<file path="src/vex_pkg.sv">
package vex_pkg;

  localparam int WORD_W = 32;
  localparam int LANES  = 2;
  localparam int VREG_W = 5;
  localparam int NF_W   = 3;

  typedef logic [WORD_W-1:0] word_t;

  typedef enum logic [2:0] {
    FU_ALU  = 3'd0,
    FU_RED  = 3'd1,
    FU_MASK = 3'd2,
    FU_LS   = 3'd3,
    FU_MOVE = 3'd4
  } fu_e;

  typedef enum logic [3:0] {
    VALU_ADD  = 4'd0,
    VALU_SUB  = 4'd1,
    VALU_AND  = 4'd2,
    VALU_OR   = 4'd3,
    VALU_XOR  = 4'd4,
    VALU_MIN  = 4'd5,
    VALU_MINU = 4'd6,
    VALU_MAX  = 4'd7,
    VALU_MAXU = 4'd8
  } valu_e;

  typedef enum logic [1:0] {SRC_V, SRC_I, SRC_X} src_e;

  // also used as the load/store element width
  typedef enum logic [1:0] {SEW8, SEW16, SEW32} sew_e;

  typedef enum logic [1:0] {MASK_SBF, MASK_SIF, MASK_SOF} mask_op_e;

  typedef enum logic [1:0] {STRIDE_UNIT, STRIDE_STRIDED, STRIDE_SEGMENT} stride_e;

  typedef enum logic [1:0] {MOVE_NONE, MOVE_V_V, MOVE_X_S} move_e;

  // decoded op from upstream, index 0 is lane 0
  typedef struct packed {
    logic                   valid;
    fu_e                    fu;
    valu_e                  aluop;
    mask_op_e               mask_op;
    move_e                  move;
    src_e                   rs1_src;
    src_e                   rs2_src;
    sew_e                   sew;
    word_t [LANES-1:0]      vs1;
    word_t [LANES-1:0]      vs2;
    word_t [LANES-1:0]      vs3;
    word_t                  xs1;
    word_t                  xs2;
    word_t                  imm;
    logic                   load;
    logic                   store;
    stride_e                stride;
    word_t                  stride_val;
    logic [NF_W-1:0]        nf;
    logic                   whole_reg;
    logic [LANES-1:0]       wen;
    logic [VREG_W-1:0]      vd;
    logic                   rd_wen;
    logic [VREG_W-1:0]      rd_sel;
  } dec_op_t;

  typedef struct packed {
    word_t op_a;
    word_t op_b;
  } lane_ops_t;

  // toward the memory stage; result0/1 hold addresses for loads and stores
  typedef struct packed {
    logic              valid;
    logic              load;
    logic              store;
    word_t             result0;
    word_t             result1;
    word_t             storedata0;
    word_t             storedata1;
    logic [LANES-1:0]  wen;
    logic [VREG_W-1:0] vd;
    logic              rd_wen;
    logic [VREG_W-1:0] rd_sel;
    word_t             rd_data;
  } mem_op_t;

endpackage

</file>
<file path="src/operand_decode.sv">
`timescale 1ns/1ps

module operand_decode
  import vex_pkg::*;
(
  input  dec_op_t   op,
  output lane_ops_t lane0_ops,
  output lane_ops_t lane1_ops
);

  // scalar and immediate sources are broadcast to every lane
  function automatic word_t pick_src(src_e sel, word_t vword, word_t imm, word_t xreg);
    word_t val;
    case (sel)
      SRC_V:   val = vword;
      SRC_I:   val = imm;
      SRC_X:   val = xreg;
      default: val = '0;
    endcase
    return val;
  endfunction

  // op_a follows rs1 (vs1 side)
  always_comb begin
    lane0_ops.op_a = pick_src(op.rs1_src, op.vs1[0], op.imm, op.xs1);
    lane1_ops.op_a = pick_src(op.rs1_src, op.vs1[1], op.imm, op.xs1);
  end

  // op_b follows rs2 (vs2 side)
  always_comb begin
    lane0_ops.op_b = pick_src(op.rs2_src, op.vs2[0], op.imm, op.xs2);
    lane1_ops.op_b = pick_src(op.rs2_src, op.vs2[1], op.imm, op.xs2);
  end

endmodule

</file>
<file path="config.mk">
export PLATFORM = sky130hd
export DESIGN_NAME = operand_decode
export DESIGN_NICKNAME = d
export VERILOG_FILES = /design/src/vex_pkg.sv /design/src/operand_decode.sv
export SDC_FILE = /design/constraint.sdc
export NUM_CORES = 1
export LEC_CHECK = 0
export ABC_AREA = 1
export BUFFER_PORTS_ARGS = -buffer_cell sky130_fd_sc_hd__buf_2
export CORE_AREA = 3 3 189 191
export DETAILED_ROUTE_END_ITERATION = 12
export DIE_AREA = 0 0 192 194
export PLACE_DENSITY_LB_ADDON = 0.12
export SLEW_MARGIN = 20
export SYNTH_ARGS = -nofsm -noshare
export SYNTH_HDL_FRONTEND = slang
export SYNTH_SLANG_ARGS = --single-unit
</file>
<file path="constraint.sdc">
create_clock -name vclk -period 1.35
set_input_delay 0.0675 -clock vclk [all_inputs]
set_output_delay 0.0675 -clock vclk [all_outputs]
set_load 0.05 [all_outputs]
</file>
==> impl_metrics.csv, run 1 <==
group,metric,value,unit
floorplan,core,34300,um2
sta,fin_crit_sh,97.5,%
sta,setup_viol,0,
logic_synthesis,post_synth.cell_area_avg,4.78,um2
hold_path,holdPathStages,4,
grt,grt_pass1_wl,27900,um
final_layout,final.fill_count,4094,
worst_setup_path,endpoint_kind,"primary output",
grt,antenna_found_initial,5,
logic_synthesis,synth.most_common_cell,"nand3_1",
detailed_routing,drt_pass1_iterations,6,
run,max-cap-violations,0,
logic_synthesis,synth_top_area_share,62.3,%
final_layout,nClkBuffers,0,
logic_synthesis,synth_area_leader_cell,"nand3_1",
place,place_congestion,0.730,
detailed_routing,viasPerCell,3.65,
place,dpl_cell_area,4510,um2
detailed_routing,postRouteAntennaNets,0,
sta,period_needed,1.32,ns
floorplan,initial_core_util,6.00,%
hold_path,min_to,"lane0_ops[51]",
final_layout,syn_to_final_growth,120,%
sta,worst_pin_slew,0.272,ns
final_layout,seq_cell_count,0,
floorplan,die_w,192,um
logic_synthesis,netlist_top_cells_count,"256 x nand3_1, 128 x nand2_1, 24 x buf_2",
logic_synthesis,syn_nets,789,
grt,overflow,0,
sta,max_clock_freq,0.760,GHz
worst_setup_path,cp.arrival,1.25,ns
worst_setup_path,crit_required,1.28,ns
final_layout,drive_gt1_share,50.3,%
detailed_routing,drtIter0Drc,108,
detailed_routing,vias,4498,
hold_path,hp-start,"op[296]",
final_layout,fin_area,4530,um2
final_layout,fin_nets,1133,
pwr,power_density,601,nW/um2
sta,rsz0062_at_grt,"false",
final_layout,stdcell_count,1231,
logic_synthesis,synthTopCellsByArea,"nand3_1 62%, nand2_1 23%, buf_2 5.8%, buf_4 5.8%, nor2_8 1.9%",
detailed_routing,wl_per_cell,16.4,um
hold_path,hold_path.class,"in -> out",
pwr,finalPower,2.72,mW
detailed_routing,drc,0,
place,port_buffers,356,
sta,fin_ws,0.0343,ns
sta,fin_hold_ws,0.540,ns
logic_synthesis,synth_warnings,0,
worst_setup_path,crit_path_max_fanout,22,
detailed_routing,drt_wl_total,20100,um
sta,final-max-slew-violation-count,0,
floorplan,io_pins,487,
logic_synthesis,synth-seq-area-share,0,%
place,hpwl,16800,um
logic_synthesis,synthCells,430,
grt,grt_max_degree,33,
cts,postCtsHoldBufs,0,
logic_synthesis,syn_area,2060,um2
floorplan,rows,68,
floorplan,die_area,37200,um2
sta,finalHoldViolations,0,
logic_synthesis,ys_types,6,
floorplan,die_h,194,um
worst_setup_path,path_class,"in -> out",
place,placed_cells,1227,
status,status,"finished clean",
pwr,leakagePower,2.60,nW
place,post-place-ws,-0.0387,ns
pwr,ir_drop,0.176,mV
worst_setup_path,crit_path_start_kind,"input pin",
grt,grtUsageTotal,9.78,%
final_layout,ff_latch_area,0,um2
sta,slew_headroom,81.8,%
grt,first_global_vias,4657,
cells in the final DEF (no fill, tap or decap):
| cell | n |
|---|---|
| diode_2 | 4 |
| buf_6 | 2 |
| nand2_1 | 128 |
| buf_4 | 12 |
| buf_12 | 12 |
| buf_2 | 356 |
| nand3_1 | 256 |
| nor2_8 | 2 |
| inv_2 | 4 |
routing by layer:
metal / up-vias / share of wire [%] / global-route usage (%)
met2: 244 / 52 / 19.4
met1: 2027 / 37 / 10.6
li1: 2205 / - / -
met4: 2 / 2.0 / 2.02
met5: - / 0.084 / 0
met3: 20 / 9.0 / 1.84
what timing repair did:
item	CTS	global route
buffers inserted	0	0
gates resized for setup	1	1
endpoints found under the setup margin	2	1
through the flow:
stage / util, % / TNS [ns]
after floorplan: - / 0
after global placement: 13.2 / -0.0365
after detailed placement: 13.2 / -0.0676
after CTS: 13.2 / 0
after global routing: 13.2 / 0
final: 13.2 / 0
logic make-up (layout without fill, tap and decap cells):
family / count (synthesis) / in the layout / synth area share [%]
buffers and inverters: 44 / 386 / 12.4
and+or+nand+nor: 386 / 386 / 87.6
other: 0 / 4 / 0
area by class of cell:
type               count  area, um2  area share [%]
repair buffers       382       2130            47.1
multi-input cells    386       1800            39.8
diodes                 4       10.0           0.221
inverters              4       15.0           0.331
well taps            455        569            12.6
critical path, cell delays in order:
cell and delay, ns:
buf_2 0.19, inv_2 0.11, buf_12 0.17, nand3_1 0.24, nand3_1 0.17, buf_2 0.28
report_power, final:
part | internal (mW) | total (mW) | switching [mW] | leakage (nW)
combinational | 0.736 | 2.72 | 1.99 | 2.60
clock | 0.000000397 | 0.000000397 | 0 | 0.0000254
sequential | 0 | 0 | 0 | 0
worst max-delay path by stage:
stage / cells after the start / to / from / slack (ns)
after floorplan: 5 / lane0_ops[32] / op[345] / 0.32
after global placement: 5 / lane0_ops[31] / op[343] / -0.02
after detailed placement: 5 / lane1_ops[31] / op[343] / -0.04
after CTS: 6 / lane1_ops[31] / op[344] / 0.03
after global routing: 6 / lane0_ops[56] / op[345] / 0.02
final: 6 / lane1_ops[31] / op[344] / 0.03
Power figures use the tool's default switching activity.
==> run 2, diff against run 1 <==
--- a/config.mk
+++ b/config.mk
@@ -5,7 +5,6 @@
 export SDC_FILE = /design/constraint.sdc
 export NUM_CORES = 1
 export LEC_CHECK = 0
-export ABC_AREA = 1
 export BUFFER_PORTS_ARGS = -buffer_cell sky130_fd_sc_hd__buf_2
 export CORE_AREA = 3 3 189 191
 export DETAILED_ROUTE_END_ITERATION = 12
==> run 2 against run 1 <==
Effect of this change: cell area is 17% higher; setup slack gained 0.12 ns; global-route usage decreased by 1.9 points; critical path type unchanged; critical endpoint is now lane0_ops[37]; largest cell class is now multi-input combinational cells; largest power group unchanged.
==> impl_metrics.csv, run 2 <==
group,metric,value,unit
status,status,"finished clean",
final_layout,final.fill_count,3972,
hold_path,hp-start,"op[345]",
sta,period_needed,1.20,ns
worst_setup_path,crit_start,"op[345]",
final_layout,drive_gt1_share,65.4,%
sta,setup_viol,0,
sta,fin_crit_sh,88.6,%
sta,worst_pin_slew,0.275,ns
final_layout,syn_to_final_growth,90.8,%
worst_setup_path,cp_top_family,"buffers and inverters",
pwr,ir_drop,0.190,mV
pwr,finalPower,2.85,mW
grt,first_global_vias,4218,
logic_synthesis,netlist_top_cells_count,"128 x mux2i_1, 99 x o21ai_1, 64 x nand3b_1",
floorplan,core,34300,um2
final_layout,multi_input_area,2700,um2
worst_setup_path,crit_path_max_fanout,44,
worst_setup_path,cp_slowest_stage_delay,0.27,ns
sta,final-max-slew-violation-count,0,
sta,rsz0062_at_grt,"false",
detailed_routing,vias,4109,
floorplan,io_pins,487,
place,hpwl,14300,um
place,post-place-ws,0.150,ns
grt,grt_pass1_wl,23700,um
pwr,p_sw_share,68.9,%
sta,finalHoldViolations,0,
floorplan,die_h,194,um
pwr,power_density,537,nW/um2
logic_synthesis,synth_warnings,0,
cts,ctsResizeCount,0,
detailed_routing,postRouteAntennaNets,0,
cts,postCtsHoldBufs,0,
floorplan,die_w,192,um
pwr,clock_power_share,0,%
grt,antenna_found_initial,2,
logic_synthesis,ys_types,9,
logic_synthesis,post_synth.cell_area_avg,7.67,um2
final_layout,stdcell_count,1149,
logic_synthesis,syn_area,2780,um2
grt,grt_max_degree,45,
place,place_congestion,0.686,
logic_synthesis,synth_top_area_share,46.1,%
detailed_routing,wl_per_cell,14.2,um
final_layout,antenna_cells,0,
final_layout,ff_latch_area,0,um2
logic_synthesis,synth_area_leader_cell,"mux2i_1",
worst_setup_path,cpMaxStageDelayCell,"buf_2",
place,placed_cells,1149,
sta,slew_headroom,81.6,%
worst_setup_path,cp.arrival,1.13,ns
detailed_routing,drt_pass1_iterations,4,
pwr,power_frac_comb,100.0,%
sta,tns,0,ns
final_layout,final_common_cell,"buf_2",
worst_setup_path,crit_chain,"buf_4 > buf_12 > nand3b_1 > o21ai_2 > buf_2",
floorplan,rows,68,
logic_synthesis,syn_nets,721,
worst_setup_path,crit_path_start_kind,"input pin",
logic_synthesis,synthTopCellsByArea,"mux2i_1 46%, o21ai_1 18%, nand3b_1 17%, buf_12 7.2%, o21ai_0 5.2%",
final_layout,nClkBuffers,0,
sta,fin_ws,0.154,ns
place,port_buffers,356,
worst_setup_path,crit_required,1.28,ns
run,max-cap-violations,0,
final_layout,layout_common_cells,"352 x buf_2, 128 x mux2i_1, 80 x o21ai_2",
logic_synthesis,synth-seq-area-share,0,%
floorplan,die_area,37200,um2
hold_path,hold_path.class,"in -> out",
detailed_routing,drc,0,
pwr,intPower,0.884,mW
detailed_routing,drtIter0Drc,59,
sta,max_clock_freq,0.836,GHz
worst_setup_path,endpoint_kind,"primary output",
cts,cts_setup_buffers,0,
logic_synthesis,synthCells,362,
pwr,power.share.sequential,0,%
final_layout,seq_cell_count,0,
worst_setup_path,path_class,"in -> out",
pwr,power.switching,1.96,mW
logic_synthesis,synth.most_common_cell,"mux2i_1",
pwr,leakagePower,2.77,nW
detailed_routing,drt_wl_total,16300,um
final_layout,fin_nets,1055,
detailed_routing,viasPerCell,3.58,
grt,overflow,0,
worst_setup_path,critical_path_buf_inv_count,3,
floorplan,initial_core_util,8.10,%
grt,grtUsageTotal,7.86,%
## run 2: tightest hold or removal path, stage by stage
cell and delay, ns:
buf_4 0.16, o21ai_2 0.07, buf_2 0.20
## run 2: layout make-up
class	instances	share of cell area (%)
multi-input cells	320	51.0
well taps	455	10.7
repair buffers	374	38.3
## run 2: stage by stage
stage	utilization, %	area, um2	hold slack (ns)
finish	15.5	5300	0.575
global route	15.5	5300	0.601
CTS	15.5	5300	0.586
detailed placement	15.5	5300	0.582
global placement	15.5	5300	0.589
floorplan	-	3080	0.401
## run 2: cell families (layout without fill, tap and decap cells)
| kind of cell | Yosys count | in the layout | share of synthesized area [%] |
|---|---|---|---|
| AOI/OAI and AO/OA | 128 | 128 | 23.1 |
| buffers and inverters | 42 | 374 | 13.5 |
| and+or+nand+nor | 64 | 64 | 17.3 |
| muxes | 128 | 128 | 46.1 |
## run 2: layer usage
layer	track usage, %	wire, um	up-vias
met3	1.46	1370	6
li1	-	-	2062
met5	0	27	-
met2	15.4	8460	193
met1	9.24	6430	1844
met4	0.108	26	4
## run 2: worst paths after layout
| path | cells after the start | slack (ns) | to |
|---|---|---|---|
| setup / recovery | 5 | 0.15 | lane0_ops[37] |
| hold / removal | 3 | 0.58 | lane0_ops[32] |
## run 2: power groups by stage
stage	clock network [mW]	registers (mW)	logic, mW
2_1_floorplan	0	0	2.06
6_report	0	0	2.85
5_1_grt	0	0	3.03
3_3_place_gp	0	0	2.91
4_1_cts	0	0	2.89
3_5_place_dp	0	0	2.88
==> run 3, diff against run 2 <==
==> constraint.sdc (replaced) <==
create_clock -name vclk -period 1.35
set_input_delay 0.27 -clock vclk [all_inputs]
set_output_delay 0.27 -clock vclk [all_outputs]
set_load 0.05 [all_outputs]
==> run 3 against run 2 <==
Effect of this change: the flow now finishes with violations (setup timing); sequential share of layout area is the same; global-route usage grew 3.6 points; combinational power grew 71%; setup slack lost 0.23 ns; die area is the same; largest cell class is now non-clock buffers; highest routed layer unchanged.
==> impl_metrics.csv, run 3 (synthesis results as in run 2) <==
group,metric,value,unit
floorplan,die_h,194,um
detailed_routing,drt_wl_total,23400,um
place,dpl_cell_area,6970,um2
sta,slew_headroom,80.5,%
sta,fin_ws,-0.0755,ns
pwr,p_sw_share,54.4,%
final_layout,fin_area,9690,um2
place,placed_cells,1203,
worst_setup_path,cp.arrival,1.16,ns
detailed_routing,drt_pass1_iterations,4,
floorplan,io_pins,487,
place,place_congestion,0.698,
detailed_routing,viasPerCell,3.81,
grt,antenna_found_initial,4,
final_layout,fin_nets,1147,
sta,worst_pin_slew,0.285,ns
detailed_routing,drc,0,
floorplan,die_w,192,um
grt,grtUsageTotal,11.4,%
detailed_routing,vias,4731,
worst_setup_path,crit_required,1.08,ns
grt,overflow,0,
status,status,"complete, but fails checks",
grt,grt_max_degree,17,
run,max-cap-violations,0,
worst_setup_path,path_class,"in -> out",
final_layout,layout_common_cells,"224 x buf_2, 119 x o21ai_4, 86 x buf_6",
final_layout,syn_to_final_growth,249,%
grt,use_met1,14.0,%
final_layout,final.fill_count,3634,
floorplan,initial_core_util,8.10,%
sta,fin_crit_sh,106,%
worst_setup_path,crit_path_max_fanout,8,
floorplan,rows,68,
place,post-place-ws,-0.319,ns
pwr,power.switching,2.66,mW
final_layout,ff_latch_area,0,um2
grt,first_global_vias,5262,
final_layout,nClkBuffers,0,
pwr,power_density,504,nW/um2
sta,rsz0062_at_grt,"true",
final_layout,stdcell_count,1242,
sta,tns,-3.21,ns
cts,postCtsHoldBufs,0,
grt,grt_use_met3,1.90,%
pwr,intPower,2.23,mW
final_layout,multi_input_area,4450,um2
hold_path,hold_path.class,"in -> out",
status,violations,"setup timing",
detailed_routing,wl_per_cell,18.8,um
place,hpwl,16900,um
pwr,power.share.sequential,0,%
pwr,ir_drop,0.196,mV
sta,max_clock_freq,0.702,GHz
final_layout,drive_gt1_share,86.4,%
pwr,leakagePower,3.97,nW
final_layout,seq_cell_count,0,
sta,final-max-slew-violation-count,0,
pwr,finalPower,4.88,mW
detailed_routing,drtIter0Drc,57,
grt,grt_pass1_wl,32700,um
worst_setup_path,endpoint_kind,"primary output",
grt,use_met2,21.8,%
pwr,power_frac_comb,100.0,%
grt,grt_busiest_layer,"met2",
worst_setup_path,crit_path_start_kind,"input pin",
detailed_routing,postRouteAntennaNets,0,
floorplan,die_area,37200,um2
place,port_buffers,356,
sta,setup_viol,101,
sta,finalHoldViolations,0,
sta,period_needed,1.43,ns
floorplan,core,34300,um2
pwr,clock_power_share,0,%
final_layout,final_common_cell,"buf_2",
==> run 3: changes by cell type in the layout (fill, tap and decap cells not counted), moves of 44 or more <==
cell | previous run | this run
buf_2 | 352 | 224
o21ai_4 | 0 | 119
buf_6 | 0 | 86
mux2i_1 | 128 | 43
o21ai_2 | 80 | 9
buf_8 | 0 | 52
o21ai_1 | 48 | 0
mux2i_2 | 0 | 44
==> run 3: routing by layer <==
metal | vias to the layer above | part of all wire (%)
li1 | 2253 | -
met1 | 2266 | 40
met2 | 194 | 52
met3 | 12 | 6.7
met4 | 6 | 0.53
met5 | - | 0.18
==> run 3: power groups by stage <==
stage	combinational [mW]	sequential, mW	clock (mW)
2_1_floorplan	2.50	0	0
3_3_place_gp	3.62	0	0
3_5_place_dp	3.60	0	0
4_1_cts	4.76	0	0
5_1_grt	5.10	0	0
6_report	4.88	0	0.00000000905
==> run 3: path summary, 6_finish.rpt <==
check | from | endpoint | cells past startpoint
setup / recovery | op[346] | lane0_ops[46] | 5
hold / removal | op[293] | lane0_ops[48] | 4
==> run 3: repair_timing <==
action / in CTS / in global routing
gates cloned: 22 / 6
buffers inserted: 7 / 7
resized for setup: 438 / 54
setup endpoints to repair: 128 / 126
pin swaps: 19 / 19
==> run 3: worst max-delay path, stage by stage <==
cell      delay, ns
buf_16         0.16
buf_16         0.16
nand3b_1       0.26
o21ai_2        0.12
buf_6          0.17
==> run 3: metrics by stage <==
| stage | utilization, % | hold WS [ns] |
|---|---|---|
| 2_1_floorplan | - | 0.822 |
| 3_3_place_gp | 20.3 | 1.01 |
| 3_5_place_dp | 20.3 | 0.997 |
| 4_1_cts | 27.1 | 0.959 |
| 5_1_grt | 28.2 | 0.976 |
| 6_report | 28.3 | 0.956 |
==> run 3: cell type report <==
type	instances	area share, %
Timing Repair Buffer	466	48.1
Multi-Input combinational cell	320	46.0
Tap cell	455	5.88
Antenna cell	1	0.0258
